## src/sccb_pkg.sv

```systemverilog
// **********************************************************************
// bus side: one register transaction toward the I2C/SCCB master
// **********************************************************************
package sccb_pkg;

    // one register command, 25 bits
    typedef struct packed {
        logic [15:0] reg_addr;   // sensor register address
        logic [7:0]  reg_data;   // value to write, don't care on reads
        logic        rd;         // 1 = read, 0 = write
    } sccb_cmd_t;

    // sequencer states
    typedef enum logic [1:0] {
        WAIT_POWER = 2'd0,       // settle time still running
        ISSUE      = 2'd1,       // exec pulse out this cycle
        BUSY       = 2'd2,       // waiting on master's done
        FINISHED   = 2'd3        // whole table sent
    } seq_state_t;

endpackage

```

## src/ov5640_pkg.sv

```systemverilog
// **********************************************************************
// sensor side: window geometry, table size, key registers
// **********************************************************************
package ov5640_pkg;

    // output window geometry, 52 bits
    typedef struct packed {
        logic [12:0] h_pixel;    // output width
        logic [12:0] v_pixel;    // output height
        logic [12:0] total_h;    // total line length (HTS)
        logic [12:0] total_v;    // total frame length (VTS)
    } cmos_window_t;

    localparam int TABLE_LEN    = 45;   // entries in the register table
    localparam int READ_ENTRIES = 2;    // leading ID reads
    localparam int IDX_W        = 6;    // enough for TABLE_LEN

    // chip id
    localparam logic [15:0] REG_CHIP_ID_H = 16'h300a;
    localparam logic [15:0] REG_CHIP_ID_L = 16'h300b;

    // system control, bit 7 is soft reset
    localparam logic [15:0] REG_SYS_CTRL0 = 16'h3008;

    // output format
    localparam logic [15:0] REG_FORMAT_CTRL = 16'h4300;

    // dvp output size
    localparam logic [15:0] REG_OUT_HSIZE_H = 16'h3808;
    localparam logic [15:0] REG_OUT_HSIZE_L = 16'h3809;
    localparam logic [15:0] REG_OUT_VSIZE_H = 16'h380a;
    localparam logic [15:0] REG_OUT_VSIZE_L = 16'h380b;

    // total line / frame size
    localparam logic [15:0] REG_TOTAL_HS_H = 16'h380c;
    localparam logic [15:0] REG_TOTAL_HS_L = 16'h380d;
    localparam logic [15:0] REG_TOTAL_VS_H = 16'h380e;
    localparam logic [15:0] REG_TOTAL_VS_L = 16'h380f;

    // colour bar / test pattern
    localparam logic [15:0] REG_PRE_ISP_TEST = 16'h503d;

endpackage

```

## src/powerup_delay.sv

```systemverilog
`timescale 1ns/1ps

module powerup_delay #(
    parameter int WAIT_CYCLES = 5000    // 20 ms at 250 kHz
) (
    input  logic clk,
    input  logic rst_n,
    output logic power_ok
);

    localparam int CNT_W = $clog2(WAIT_CYCLES + 1);

    logic [CNT_W-1:0] cnt;

    // saturating settle counter, stops at WAIT_CYCLES
    always_ff @(posedge clk or negedge rst_n) begin
        if (!rst_n) begin
            cnt <= '0;
        end else if (cnt != CNT_W'(WAIT_CYCLES)) begin
            cnt <= cnt + 1'b1;
        end
    end

    // single pulse, in the cycle the count lands on WAIT_CYCLES
    always_ff @(posedge clk or negedge rst_n) begin
        if (!rst_n) begin
            power_ok <= 1'b0;
        end else begin
            power_ok <= (cnt == CNT_W'(WAIT_CYCLES - 1));   // count held after, never repeats
        end
    end

endmodule

```

## src/cfg_table.sv

```systemverilog
`timescale 1ns/1ps

module cfg_table
    import sccb_pkg::*;
    import ov5640_pkg::*;
(
    input  logic [IDX_W-1:0] entry_idx,
    input  cmos_window_t     window,
    output sccb_cmd_t        entry_cmd
);

    logic [15:0] addr;
    logic [7:0]  data;
    logic        past_end;

    // **********************************************************************
    // register table, index -> address / value
    // **********************************************************************
    always_comb begin
        past_end = 1'b0;
        case (entry_idx)
            // id read first
            6'd0  : begin addr = REG_CHIP_ID_H;  data = 8'h00; end
            6'd1  : begin addr = REG_CHIP_ID_L;  data = 8'h00; end
            // soft reset, then back to normal
            6'd2  : begin addr = REG_SYS_CTRL0;  data = 8'h82; end
            6'd3  : begin addr = REG_SYS_CTRL0;  data = 8'h02; end
            6'd4  : begin addr = 16'h3103;       data = 8'h02; end  // clock from pll
            // pad control, all outputs
            6'd5  : begin addr = 16'h3017;       data = 8'hff; end
            6'd6  : begin addr = 16'h3018;       data = 8'hff; end
            // pll and clocks
            6'd7  : begin addr = 16'h3037;       data = 8'h13; end
            6'd8  : begin addr = 16'h3108;       data = 8'h01; end  // root divider
            6'd9  : begin addr = 16'h3035;       data = 8'h11; end  // sys clk div
            6'd10 : begin addr = 16'h3036;       data = 8'h3c; end  // pll multiplier
            6'd11 : begin addr = 16'h3000;       data = 8'h00; end  // block resets off
            6'd12 : begin addr = 16'h3004;       data = 8'hff; end  // clock enables
            // rgb565 and isp
            6'd13 : begin addr = REG_FORMAT_CTRL; data = 8'h61; end
            6'd14 : begin addr = 16'h501f;       data = 8'h01; end  // isp rgb
            6'd15 : begin addr = 16'h5000;       data = 8'ha7; end
            6'd16 : begin addr = 16'h5001;       data = 8'ha3; end
            // **********************************************************************
            // timing / window group
            // **********************************************************************
            6'd17 : begin addr = 16'h3820;       data = 8'h46; end
            6'd18 : begin addr = 16'h3821;       data = 8'h01; end
            6'd19 : begin addr = 16'h3814;       data = 8'h31; end
            6'd20 : begin addr = 16'h3815;       data = 8'h31; end
            6'd21 : begin addr = 16'h3800;       data = 8'h00; end
            6'd22 : begin addr = 16'h3801;       data = 8'h00; end
            6'd23 : begin addr = 16'h3802;       data = 8'h00; end
            6'd24 : begin addr = 16'h3803;       data = 8'h04; end
            6'd25 : begin addr = 16'h3804;       data = 8'h0a; end
            6'd26 : begin addr = 16'h3805;       data = 8'h3f; end
            6'd27 : begin addr = 16'h3806;       data = 8'h07; end
            6'd28 : begin addr = 16'h3807;       data = 8'h9b; end
            // geometry-derived, upper part zero padded
            6'd29 : begin
                addr = REG_OUT_HSIZE_H;
                data = {4'd0, window.h_pixel[11:8]};
            end
            6'd30 : begin addr = REG_OUT_HSIZE_L; data = window.h_pixel[7:0]; end
            6'd31 : begin
                addr = REG_OUT_VSIZE_H;
                data = {5'd0, window.v_pixel[10:8]};
            end
            6'd32 : begin addr = REG_OUT_VSIZE_L; data = window.v_pixel[7:0]; end
            6'd33 : begin
                addr = REG_TOTAL_HS_H;
                data = {3'd0, window.total_h[12:8]};
            end
            6'd34 : begin addr = REG_TOTAL_HS_L;  data = window.total_h[7:0]; end
            6'd35 : begin
                addr = REG_TOTAL_VS_H;
                data = {3'd0, window.total_v[12:8]};
            end
            6'd36 : begin addr = REG_TOTAL_VS_L;  data = window.total_v[7:0]; end
            6'd37 : begin addr = 16'h3810;       data = 8'h00; end  // h offset hi
            6'd38 : begin addr = 16'h3811;       data = 8'h10; end  // h offset lo
            6'd39 : begin addr = 16'h3813;       data = 8'h06; end  // v offset lo
            // exposure limits, 60 then 50 hz
            6'd40 : begin addr = 16'h3a02;       data = 8'h17; end
            6'd41 : begin addr = 16'h3a03;       data = 8'h10; end
            6'd42 : begin addr = 16'h3a14;       data = 8'h17; end
            6'd43 : begin addr = 16'h3a15;       data = 8'h10; end
            // normal image, 8'h80 gives colour bars
            6'd44 : begin addr = REG_PRE_ISP_TEST; data = 8'h00; end
            default : begin
                // harmless id read past the end
                addr     = REG_CHIP_ID_H;
                data     = 8'h00;
                past_end = 1'b1;
            end
        endcase
    end

    assign entry_cmd.reg_addr = addr;
    assign entry_cmd.reg_data = data;
    assign entry_cmd.rd       = (entry_idx < IDX_W'(READ_ENTRIES)) || past_end;

endmodule

```

## src/cfg_sequencer.sv

```systemverilog
`timescale 1ns/1ps

module cfg_sequencer
    import sccb_pkg::*;
    import ov5640_pkg::*;
(
    input  logic             clk,
    input  logic             rst_n,
    input  logic             power_ok,
    input  logic             i2c_done,
    input  sccb_cmd_t        entry_cmd,
    output logic [IDX_W-1:0] entry_idx,
    output logic             i2c_exec,
    output sccb_cmd_t        i2c_cmd,
    output logic             init_done
);

    seq_state_t       state;
    logic [IDX_W-1:0] idx;     // next entry to fetch from the table

    // **********************************************************************
    // control FSM
    // **********************************************************************
    // idx steps forward as each command goes out, so while BUSY the table
    // already presents the following entry and it can be latched on done
    always_ff @(posedge clk or negedge rst_n) begin
        if (!rst_n) begin
            state   <= WAIT_POWER;
            idx     <= '0;
            i2c_cmd <= '0;
        end else begin
            case (state)
                WAIT_POWER: begin
                    if (power_ok) begin
                        state   <= ISSUE;
                        i2c_cmd <= entry_cmd;    // entry 0
                    end
                end
                ISSUE: begin
                    state <= BUSY;               // exec is a single cycle
                    idx   <= idx + 1'b1;
                end
                BUSY: begin
                    if (i2c_done) begin
                        if (idx == IDX_W'(TABLE_LEN)) begin
                            state <= FINISHED;   // last one acknowledged
                        end else begin
                            state   <= ISSUE;
                            i2c_cmd <= entry_cmd;
                        end
                    end
                end
                FINISHED: begin
                    state <= FINISHED;           // idle until reset
                end
                default: begin
                    state <= WAIT_POWER;
                end
            endcase
        end
    end

    assign entry_idx = idx;
    assign i2c_exec  = (state == ISSUE);
    assign init_done = (state == FINISHED);

    // **********************************************************************
    // handshake checks
    // **********************************************************************

    // one command outstanding at a time, next exec only after done
    a_no_exec_in_busy : assert property (
        @(posedge clk) disable iff (!rst_n)
        (state == BUSY && !i2c_done) |=> !i2c_exec
    ) else $error("exec raised while a command is outstanding");

    // a done with nothing outstanding is a master protocol error
    a_done_only_busy : assert property (
        @(posedge clk) disable iff (!rst_n)
        i2c_done |-> (state == BUSY)
    ) else $error("i2c_done with no command outstanding");

    // command held steady while the master works on it
    a_cmd_stable : assert property (
        @(posedge clk) disable iff (!rst_n)
        (state == BUSY && !i2c_done) |=> $stable(i2c_cmd)
    ) else $error("i2c_cmd changed before done");

    a_done_sticky : assert property (
        @(posedge clk) disable iff (!rst_n)
        init_done |=> init_done
    ) else $error("init_done fell");

endmodule

```

## src/ov5640_cfg_top.sv

```systemverilog
`timescale 1ns/1ps

module ov5640_cfg_top
    import sccb_pkg::*;
    import ov5640_pkg::*;
#(
    parameter int WAIT_CYCLES = 5000    // 20 ms settle at 250 kHz
) (
    input  logic         clk,
    input  logic         rst_n,
    input  cmos_window_t window,      // static geometry
    input  logic         i2c_done,
    output logic         i2c_exec,
    output sccb_cmd_t    i2c_cmd,
    output logic         init_done
);

    logic             power_ok;
    logic [IDX_W-1:0] entry_idx;
    sccb_cmd_t        entry_cmd;

    // **********************************************************************
    // settle timer
    // **********************************************************************
    powerup_delay #(
        .WAIT_CYCLES (WAIT_CYCLES)
    ) powerup_delay_inst (
        .clk      (clk),
        .rst_n    (rst_n),
        .power_ok (power_ok)
    );

    // table walker, talks to the I2C master
    cfg_sequencer cfg_sequencer_inst (
        .clk       (clk),
        .rst_n     (rst_n),
        .power_ok  (power_ok),
        .i2c_done  (i2c_done),
        .entry_cmd (entry_cmd),
        .entry_idx (entry_idx),
        .i2c_exec  (i2c_exec),
        .i2c_cmd   (i2c_cmd),
        .init_done (init_done)
    );

    // combinational lookup
    cfg_table cfg_table_inst (
        .entry_idx (entry_idx),
        .window    (window),
        .entry_cmd (entry_cmd)
    );

endmodule

```

## config.mk

```make
export PLATFORM = sky130hd
export DESIGN_NAME = ov5640_cfg_top
export DESIGN_NICKNAME = d
export VERILOG_FILES = /design/src/sccb_pkg.sv /design/src/ov5640_pkg.sv /design/src/powerup_delay.sv /design/src/cfg_table.sv /design/src/cfg_sequencer.sv /design/src/ov5640_cfg_top.sv
export SDC_FILE = /design/constraint.sdc
export NUM_CORES = 1
export LEC_CHECK = 0
export ABC_AREA = 0
export BUFFER_PORTS_ARGS = -buffer_cell sky130_fd_sc_hd__buf_2
export CAP_MARGIN = 20
export CORE_MARGIN = 10
export CORE_UTILIZATION = 45
export CTS_CLUSTER_DIAMETER = 150
export DETAILED_ROUTE_END_ITERATION = 7
export HOLD_SLACK_MARGIN = 0.02
export PLACE_DENSITY = 0.7
export SLEW_MARGIN = 20
export SYNTH_ARGS = -nofsm -noshare
export SYNTH_HDL_FRONTEND = slang
export SYNTH_SLANG_ARGS = --single-unit
```

## constraint.sdc

```tcl
create_clock -name clk -period 2.4 [get_ports clk]
set_input_delay 0.12 -clock clk [delete_from_list [all_inputs] [get_ports clk]]
set_output_delay 0.12 -clock clk [all_outputs]
set_load 0.05 [all_outputs]
```

Word level (Yosys, flattened, before mapping)
Cells that the tools add are included.

cells by class
  add/subtract/negate cells = 2
  order comparisons = 1
  equality and inequality tests = 53
  multiplexer cells = 11
  reduce and logical (&&, ||, !) cells = 14

operator list
  kind                   number
  $pmux 15 s43           1
  $pmux 8 s28            1
  $eq 6x5->1 const B     16
  $eq 6x6->1 const B     14
  $mux 25                3
  $pmux 25 s2            1
  $eq 6x4->1 const B     8
  $reduce_or 45->1       1
  $eq 6x3->1 const B     4
  $add 13x1->13 const B  1
  $eq 13x13->1 const B   1
  $ne 13x13->1 const B   1
  $eq 6x2->1 const B     2
  $reduce_or 3->1        3
  $pmux 2 s4             1
  $reduce_or 2->1        4
  $add 6x1->6 const B    1
  $eq 6x1->1 const B     1
  $logic_not 6->1        1
  $lt 6x2->1 const B     1
  $mux 2                 3
  $ne 2x2->1 const B     3
  $eq 2x2->1 const B     2
  $reduce_and 4->1       1
  6 further kinds        6

storage, ports and cells
  register bits = 47
  output and inout port bits = 27

Logic depth before layout (Yosys ltp)
Gate-level depths: netlist of the first run.

  depth after elaboration = 7
  depth in mapped cells = 8
  gate-level depth less buffers = 7

Cells and area by module
A second synthesis of the first run with hierarchy kept.

second synthesis, totals
  cells, all modules = 376
  area total of the unflattened synthesis = 3492.1 sq um

modules (own cells, without submodules)
  module         times used  cells each  area each (sq um)
  cfg_table      1           234         1503.9
  cfg_sequencer  1           85          1325.0
  powerup_delay  1           57          663.1

Worst setup path after synthesis of the first run
No wires, ideal clock.

  path kind = reg-to-reg
  from = reg cfg_sequencer_inst.idx[0] (netlist: cfg_sequencer_inst.entry_idx[0])
  to = reg cfg_sequencer_inst.i2c_cmd[5] (netlist name)
  setup time = 0.136 ns
  arrival = 1.901 ns
  data required time = 2.264 ns
  setup slack = 0.364 ns
  stages on the path, launching flop included = 8
  path buffers = 0
  clock period less this slack = 2.036 ns
  cells stage by stage = dfrtp_1 -> inv_1 -> ha_1 -> or4_4 -> a22oi_1 -> nor2_1 -> a2111oi_2 -> a31oi_1

between the ends
  cells in the longest elaborated chain, start to end = 6

ends and longest elaborated chain
  element                                                              line                 RTL
  start: declaration                                                   cfg_sequencer.sv:19  logic [IDX_W-1:0] idx;
  start signal: assignment                                             cfg_sequencer.sv:41  idx <= idx + 1'b1;
  $eq 6x6->1 (tied with other cells)                                   cfg_table.sv:21      case (entry_idx)
  $reduce_or 3->1 (no source line) or $reduce_or 2->1 (tied branches)  --
  $pmux 8 s28                                                          cfg_table.sv:21
  $mux 25                                                              cfg_sequencer.sv:45  if (idx == IDX_W'(TABLE_LEN)) begin
  $mux 25                                                              cfg_sequencer.sv:44  if (i2c_done) begin
  $pmux 25 s2                                                          cfg_sequencer.sv:32  case (state)

Parallel ways exist; a longest one is shown, timed or not. The select of a mux whose other input is x is not followed.
A chain may end at the register's enable or synchronous reset.

Worst setup path after layout of the first run
  from = reg cfg_sequencer_inst.idx[1] (netlist: cfg_sequencer_inst.entry_idx[1])
  to = reg cfg_sequencer_inst.i2c_cmd[8] (netlist name)

between the ends
  cells in the longest elaborated chain, start to end = 6

ends and longest elaborated chain
  element                                                              line
  $eq 6x6->1 (tied with other cells)                                   cfg_table.sv:21
  $reduce_or 3->1 (no source line) or $reduce_or 2->1 (tied branches)  --
  $pmux 8 s28                                                          cfg_table.sv:21
  $mux 25                                                              cfg_sequencer.sv:45
  $mux 25                                                              cfg_sequencer.sv:44
  $pmux 25 s2                                                          cfg_sequencer.sv:32

Parallel ways exist; a longest one is shown, timed or not. The select of a mux whose other input is x is not followed.

==> flow_metrics.tcl, run 1 <==
set metrics [dict create \
    yosysTopAreaCell "dfrtp_1" \
    antennaDiodeCount 0 \
    io_pins 82 \
    hpwl_mm 8.28 \
    finalSetupTns_ps 0 \
    cts_root_buf "clkbuf_8" \
    yosysTopAreaCellShare_pct 32.4 \
    r2r_start "cfg_sequencer_inst.entry_idx[1]" \
    grt_usage_pct 19.2 \
    drive_gt1_share_pct 27.8 \
    min_period_ps 2240 \
    syn2layout_area_growth_pct 22.1 \
    grt_max_degree 44 \
    reg2reg_depth 8 \
    grt_pass1_wl_mm 18.0 \
    start_util_pct 46.0 \
    fp.dieH_um 106 \
    ys_warn_count 0 \
    clkSinkCount 43 \
    clk_path_buf_depth 2 \
    synth_area_um2 3320 \
    drt-total-wl_mm 10.9 \
    drv_slew 0 \
    port_buffers 74 \
    netlist_top_cells_area "dfrtp_1 32%, o21ai_0 3.6%, nor2_1 3.5%" \
    insertion_delay_ps 310 \
    drt_pass1_iterations 5 \
    synth_cell_types 65 \
    wire_per_inst_um 19.1 \
    num_rows 31 \
    gp_congestion 0.934 \
    hold_start "i2c_done" \
    final_util_pct 56.1 \
    worst-path-max-fanout 8 \
    ys_async_sr_fraction_pct 100 \
    cp-end-kind "flip-flop" \
    die_w_um 106 \
    fin_crit_sh_pct 93.5 \
    maxSlewHeadroom_pct 35.4 \
    first_iter_violations 320 \
    grt_pass1_vias 3421 \
    seq_area_frac_synth_pct 32.4 \
    syn-mean-instance-area_um2 8.51 \
    viasPerCell 5.93 \
    grt.overflow.total 0 \
    peakVddDrop_v 0.000849 \
    hp-class "input port to flip-flop" \
    rsz0062_at_grt "false" \
    synthFlopType "dfrtp_1" \
    cts_max_level 2 \
    power_density_nw_per_um2 1230 \
    design.core.area_um2 7210 \
    cp-start-kind "flip-flop" \
    maxCapViolCount 0 \
    leakagePower_nw 1.77 \
    multi_input_area_um2 2030 \
    synth_cells 390 \
    antenna_left 0 \
    drc 0 \
    hold_violations 0 \
    run_status "finished, final reports clean" \
    seq_area_um2 1080 \
    synth_common_cells "43 x dfrtp_1, 31 x nor2_1, 29 x nand2_1, 24 x o21ai_0, 20 x nand3_1" \
    hold-path-cell-count 3 \
    synth_seq_cells 43 \
    finClkSkew_ps 10.2 \
    critical_path_class "flip-flop to flip-flop" \
    worstMarginPinSlew_ps 969 \
    num_vias 3396 \
    antenna_found_initial 0 \
    nFillCells 702 \
    required_ps 2580 \
    max_freq_mhz 446 \
    arrival_ps 2420 \
    synth_edf_count 0 \
    cts_buffers 5 \
    yosysMostFrequentCell "dfrtp_1" \
    tritoncts "built" \
    dieArea_um2 11200 \
    startpoint "cfg_sequencer_inst.entry_idx[1]" \
    setup_violations 0 \
    clk_pin_slew_ps 100 \
    fin_nets 535 \
    rrSetupSlack_ps 160 \
]
[power by group]
| part | total, W | switching (W) | internal, W | leakage (nW) |
|---|---|---|---|---|
| clock | 0.000597 | 0.000286 | 0.000311 | 0.0581 |
| sequential | 0.00112 | 0.000178 | 0.000938 | 0.528 |
| combinational | 0.00326 | 0.00212 | 0.00113 | 1.19 |
| total | 0.00497 | 0.00259 | 0.00238 | 1.77 |
[cell type report]
type	count	share of cell area [%]
Sequential cell	43	26.6
Clock inverter	3	1.08
Multi-Input combinational cell	304	50.1
Timing Repair Buffer	112	16.9
Inverter	7	0.649
Clock buffer	5	1.70
Tap cell	99	3.06
[cells in the final DEF, fill, tap and decap left out, types with 3 or more instances in the layout]
cell and count:
nand4_1 6, nor4_1 3, o21a_1 3, and3b_1 5, a21o_1 4, nor2b_1 12, a21oi_1 12, o21ai_0 24
a31oi_1 10, nand2_1 29, a32o_1 5, nor3_1 9, o22ai_1 4, o21ai_1 3, nor3b_1 5, dfrtp_1 43
xnor2_1 12, clkbuf_8 5, inv_1 7, nand2b_1 4, buf_4 35, o32a_1 4, o2111ai_1 3, nand4b_1 4
buf_2 74, a311oi_1 3, and2_1 6, xor2_1 4, and3_1 8, o211ai_1 4, a32oi_1 6, nand3_1 20
ha_1 6, nor2_1 31, a22oi_1 5, conb_1 4, a22o_1 4, mux2i_1 6
[worst paths after layout]
path                                              endpoint
max                          cfg_sequencer_inst.i2c_cmd[8]
min in group asynchronous    cfg_sequencer_inst.i2c_cmd[2]
min reg2reg                      powerup_delay_inst.cnt[9]
min                            cfg_sequencer_inst.state[0]
max in group asynchronous  cfg_sequencer_inst.entry_idx[3]
max reg2reg                  cfg_sequencer_inst.i2c_cmd[8]
[stage by stage]
step / setup WS, ps / instance area [um2] / instances / total power (W) / hold WS [ps]
5_1_grt: 23.0 / 4050 / 573 / 0.00529 / 114
3_5_place_dp: 169 / 3920 / 564 / 0.00434 / 334
2_1_floorplan: 364 / 3330 / 393 / 0.00338 / -176
3_3_place_gp: 215 / 3920 / 564 / 0.00432 / 323
6_report: 157 / 4050 / 573 / 0.00497 / 85.8
4_1_cts: 128 / 4040 / 573 / 0.00495 / 88.8
[critical path: stages (launching register included)]
cell	delay, ps
dfrtp_1	400
inv_1	120
ha_1	230
buf_4	160
or2_2	390
nand2_1	90
a21oi_1	110
a2111oi_0	510
o21ai_1	110
[routing by layer]
metal / track usage (%) / share of wire (%) / vias to the layer above
met5: 0 / 0 / -
met4: 6.58 / 2.4 / 0
met3: 5.36 / 9.1 / 20
met2: 31.1 / 46 / 168
met1: 24.0 / 42 / 1584
li1: - / - / 1624
[logic make-up (layout without fill, tap and decap cells)]
| group | Yosys count | count (layout) | share of synthesized area, % |
|---|---|---|---|
| flops | 43 | 43 | 32.4 |
| simple gates | 153 | 153 | 25.6 |
| mux | 6 | 6 | 1.81 |
| other cells | 1 | 4 | 0.113 |
| xor+xnor | 16 | 16 | 4.22 |
| compound gates | 118 | 118 | 26.2 |
| buf+inv | 46 | 127 | 7.05 |
| fa+ha+maj | 7 | 7 | 2.64 |
[state kept, by name, summed over array words and instances, names as in the netlist]
signal	count
powerup_delay_inst.cnt	13
cfg_sequencer_inst.entry_idx	6
cfg_sequencer_inst.state	2
cfg_sequencer_inst.i2c_cmd	21
powerup_delay_inst.power_ok	1
[timing repair]
action | 4_1_cts | 5_1_grt
endpoints found under the setup margin | 0 | 2
hold buffers | 1 | 0
gates resized for setup | 0 | 3
hold endpoints to repair | 35 | 0
setup buffers | 0 | 0
(Power assumes the default switching activity.)
==> run 2: changes to the inputs <==
- clock period: 2.4 -> 2.5 ns (I/O delays scaled with it)
==> run 2 against run 1 <==
Sequential cell count unchanged. Clock power is 17% lower. Clock skew is 11 ps higher. Highest routed layer unchanged. Critical path type unchanged. Critical endpoint is now cfg_sequencer_inst.i2c_cmd[9]. Utilization shrank 0.40 points. Critical path depth down 2.
==> flow_metrics.tcl, run 2 (same netlist as run 1, synthesis figures left out) <==
set metrics [dict create \
    run_status "finished, final reports clean" \
    largest_register_ffs 21 \
    grt.overflow.total 0 \
    syn2layout_area_growth_pct 21.2 \
    regMostFlops "cfg_sequencer_inst.i2c_cmd" \
    wire_per_inst_um 19.6 \
    internal_power_w 0.00220 \
    clk_path_buf_depth 2 \
    tritoncts "built" \
    antenna_found_initial 0 \
    viasPerCell 5.93 \
    design.core.area_um2 7210 \
    num_vias 3399 \
    worstMarginPinSlew_ps 986 \
    finalSetupTns_ps 0 \
    insertion_delay_ps 320 \
    first_iter_violations 309 \
    cp-end-kind "flip-flop" \
    dieArea_um2 11200 \
    drv_slew 0 \
    grt_pass1_wl_mm 18.3 \
    fin_nets 535 \
    cp_top_family "compound AO/OA/AOI/OAI gates" \
    max_freq_mhz 434 \
    start_util_pct 46.0 \
    ctsResizeCount 0 \
    slowest_delay_ps 750 \
    cp-start-kind "flip-flop" \
    required_ps 2700 \
    nFillCells 680 \
    gp_congestion 0.948 \
    antennaDiodeCount 0 \
    maxCapViolCount 0 \
    switching_share_pct 53.4 \
    die_w_um 106 \
    combPwrFrac_pct 65.5 \
    slowest_stage "dfrtp_1" \
    power_density_nw_per_um2 1170 \
    drt-total-wl_mm 11.2 \
    cts_max_level 2 \
    finClkSkew_ps 21.2 \
    grt_max_degree 44 \
    power.total_w 0.00471 \
    maxSlewHeadroom_pct 34.3 \
    setup_violations 0 \
    fin_crit_sh_pct 92.2 \
    num_rows 31 \
    hp-class "input port to flip-flop" \
    p_switching_w 0.00252 \
    mostFrequentLayoutCell "buf_2" \
    drive_gt1_share_pct 27.4 \
    clk_pin_slew_ps 110 \
    clkSinkCount 43 \
    grt_usage_pct 19.5 \
    clock_power_share_pct 10.5 \
    peakVddDrop_v 0.000654 \
    worstPathCellList "buf_4 > nor2b_1 > o21ai_1 > o311a_1 > nand4b_1 > o32a_1" \
    grt_pass1_vias 3433 \
    leakagePower_nw 1.75 \
    worst-path-max-fanout 17 \
    cts_root_buf "clkbuf_8" \
    io_pins 82 \
    arrival_ps 2500 \
    most-common-layout-cells "74 x buf_2, 43 x dfrtp_1, 35 x buf_4" \
    drt_pass1_iterations 5 \
    rsz0062_at_grt "false" \
    min_period_ps 2310 \
    hpwl_mm 8.37 \
    cts_buffers 5 \
    fp.dieH_um 106 \
    sequentialPowerShare_pct 24.0 \
    drc 0 \
    port_buffers 74 \
    antenna_left 0 \
    critical_path_class "flip-flop to flip-flop" \
    hold_violations 0 \
    seq_area_um2 1080 \
    cp.buffers_inverters 1 \
    multi_input_area_um2 2020 \
]
[run 2: worst register-to-register path: cells and delay by family (launching register included)]
kind | cells | cell delay, ps
compound gates | 3 | 910
buf+inv | 1 | 320
flops | 1 | 750
simple gates | 2 | 200
[run 2: worst paths after layout]
check | from | end | slack, ps | cells after the start
worst min-delay path | i2c_done | cfg_sequencer_inst.state[0] | 40 | 3
max in group asynchronous | rst_n | cfg_sequencer_inst.state[1] | 1370 | 2
worst min register to register | cfg_sequencer_inst.i2c_cmd[17] | cfg_sequencer_inst.i2c_cmd[17] | 470 | 2
worst max register to register | cfg_sequencer_inst.entry_idx[2] | cfg_sequencer_inst.i2c_cmd[9] | 190 | 6
min in group asynchronous | rst_n | cfg_sequencer_inst.i2c_cmd[1] | 520 | 2
worst max-delay path | cfg_sequencer_inst.entry_idx[2] | cfg_sequencer_inst.i2c_cmd[9] | 190 | 6
[run 2: stage by stage]
step	cell area, um2	hold WS (ps)	utilization [%]	cells	setup slack [ps]
2_1_floorplan	3330	-171	-	393	464
3_3_place_gp	3920	322	54.3	564	239
3_5_place_dp	3920	333	54.3	564	229
4_1_cts	4020	49.1	55.7	573	198
5_1_grt	4020	67.7	55.7	573	14.2
6_report	4020	44.7	55.7	573	195
[run 2: layout make-up]
| type | instances | share of cell area, % |
|---|---|---|
| clock buffer | 5 | 1.71 |
| timing repair buffer | 112 | 17.0 |
| inverter | 7 | 0.653 |
| sequential | 43 | 26.8 |
| clock inverter | 3 | 0.591 |
| tap | 99 | 3.08 |
| multi-input combinational | 304 | 50.2 |
[run 2: routing by layer]
layer | part of all wire (%) | track usage (%) | wire, um | vias to the layer above
li1 | - | - | - | 1618
met1 | 44 | 25.0 | 4950 | 1592
met2 | 44 | 31.0 | 4990 | 161
met3 | 8.3 | 4.57 | 932 | 28
met4 | 3.2 | 7.64 | 365 | 0
met5 | 0 | 0 | 0 | -
[run 2: timing repair]
action	CTS	global route
buffers inserted	0	0
endpoints found under the hold margin	43	0
hold buffers	1	0
[run 2: power groups by stage]
stage	Clock, W	Sequential (W)	Combinational (W)
4_1_cts	0.000507	0.00113	0.00306
3_3_place_gp	0	0.00113	0.00305
6_report	0.000497	0.00113	0.00309
2_1_floorplan	0	0.00155	0.00170
5_1_grt	0.000523	0.00116	0.00331
3_5_place_dp	0	0.00114	0.00305
==> run 3: changes to the inputs <==
- CORE_UTILIZATION: 45 -> 51
- PLACE_DENSITY: 0.7 -> 0.78
==> run 3 against run 2 <==
Sequential power down 4%. Sequential cell count unchanged. Cell count down 4.4%. Clock skew down 2.9 ps. Global-route usage up 3.0 points. Routed wire length up 1.2%. First-iteration DRC count down 22%. Fmax down 2.5%. Register-to-register slack worse by 60 ps.
==> flow_metrics.tcl, run 3 (same netlist as run 1, synthesis figures left out) <==
set metrics [dict create \
    maxCapViolCount 0 \
    hpwl_mm 8.54 \
    rsz0062_at_grt "false" \
    io_pins 82 \
    cts_buffers 5 \
    most-common-layout-cells "74 x buf_2, 43 x dfrtp_1, 31 x nor2_1, 31 x buf_4, 29 x nand2_1" \
    grt_pass1_wl_mm 18.5 \
    cts_root_buf "clkbuf_8" \
    finClkSkew_ps 18.3 \
    num_rows 29 \
    fp.dieH_um 101 \
    cp-end-kind "flip-flop" \
    postCtsSetupRepairBufs 0 \
    required_ps 2700 \
    final_util_pct 62.7 \
    insertion_delay_ps 310 \
    num_vias 3410 \
    drc 0 \
    cpMostUsedCell "buf_4" \
    antennaDiodeCount 0 \
    slowest_stage "a2111oi_1" \
    slowest_delay_ps 540 \
    mostFrequentLayoutCell "buf_2" \
    grt_max_degree 44 \
    grt.overflow.total 0 \
    fin_nets 532 \
    drv_slew 0 \
    min_period_ps 2370 \
    antenna_left 0 \
    hp-class "input port to flip-flop" \
    first_iter_violations 241 \
    maxSlewHeadroom_pct 34.2 \
    drive_gt1_share_pct 27.0 \
    power_density_nw_per_um2 1190 \
    leakagePower_nw 1.74 \
    clkSinkCount 43 \
    wire_per_inst_um 20.8 \
    grt_usage_pct 22.5 \
    design.core.area_um2 6350 \
    gp_congestion 0.988 \
    setup_violations 0 \
    peakVddDrop_v 0.000784 \
    hold_violations 0 \
    cp-start-kind "flip-flop" \
    fin_crit_sh_pct 94.6 \
    max_freq_mhz 423 \
    viasPerCell 6.22 \
    cts_max_level 2 \
    antenna_found_initial 0 \
    largest_register_ffs 21 \
    critical_path_class "flip-flop to flip-flop" \
    worst-path-max-fanout 5 \
    clk_path_buf_depth 2 \
    die_w_um 101 \
    syn2layout_area_growth_pct 20.0 \
    worstPathCellList "inv_1 > ha_1 > buf_4 > and2_1 > a32oi_1 > a21oi_1 > a2111oi_1 > buf_4 > o21ai_1" \
    finalSetupTns_ps 0 \
    drt-total-wl_mm 11.4 \
    post-route-cell-area_um2 3980 \
    placed_cell_area_um2 3880 \
    cp_top_family "compound AO/OA/AOI/OAI gates" \
    grt_pass1_vias 3491 \
    dieArea_um2 10100 \
    arrival_ps 2560 \
    cp.buffers_inverters 3 \
    port_buffers 74 \
    start_util_pct 52.3 \
    drt_pass1_iterations 5 \
    worstMarginPinSlew_ps 987 \
    tritoncts "built" \
    regMostFlops "cfg_sequencer_inst.i2c_cmd" \
    run_status "finished, final reports clean" \
    clk_pin_slew_ps 100 \
]
[run 3: layer usage]
metal	share of wire, %	vias up	wire length (um)	global-route usage (%)
met4	3.2	0	362	8.59
met5	0	-	0	0
met3	9.2	32	1040	6.04
met1	41	1611	4640	27.6
met2	47	159	5330	36.7
li1	-	1608	-	-
[run 3: tightest hold or removal path, delay by kind of cell]
family	cells	cell delay [ps]
buf+inv	1	90
compound gates	2	130
[run 3: repair_timing]
| action | in CTS | in global routing |
|---|---|---|
| resized for setup | 0 | 2 |
| hold buffers | 1 | 0 |
| setup endpoints to repair | 0 | 2 |
| hold endpoints to repair | 20 | 0 |
[run 3: where the power goes]
group          switching [W]  internal (W)  total, W
registers           0.000179      0.000900   0.00108
logic                0.00208       0.00111   0.00319
clock network       0.000264      0.000196  0.000460
[run 3: cell type report]
class / instances / area [um2]
Sequential cell: 43 / 1080
Timing Repair Buffer: 109 / 673
Inverter: 7 / 26.3
Clock buffer: 6 / 72.6
Multi-Input combinational cell: 304 / 2030
Clock inverter: 2 / 12.5
Fill cell: 582 / 2370
Tap cell: 77 / 96.3
[run 3: per-stage QoR]
step	std cells	total power, W	hold WS (ps)	setup WS [ps]
2_1_floorplan	393	0.00325	-171	464
3_3_place_gp	539	0.00423	315	49.4
3_5_place_dp	539	0.00424	338	35.3
4_1_cts	548	0.00471	77.0	13.0
5_1_grt	548	0.00503	109	30.8
6_report	548	0.00473	65.8	135
[run 3: worst paths after layout]
| kind | from | end | slack (ps) | depth (start not counted) |
|---|---|---|---|---|
| max in group asynchronous | rst_n | cfg_sequencer_inst.entry_idx[4] | 1360 | 2 |
| min in group asynchronous | rst_n | cfg_sequencer_inst.i2c_cmd[1] | 500 | 2 |
| setup reg to reg | cfg_sequencer_inst.entry_idx[0] | cfg_sequencer_inst.i2c_cmd[8] | 130 | 9 |
| setup / recovery | cfg_sequencer_inst.entry_idx[0] | cfg_sequencer_inst.i2c_cmd[8] | 130 | 9 |
| hold / removal | i2c_done | cfg_sequencer_inst.state[0] | 70 | 3 |
| hold reg to reg | cfg_sequencer_inst.i2c_cmd[7] | cfg_sequencer_inst.i2c_cmd[7] | 480 | 1 |
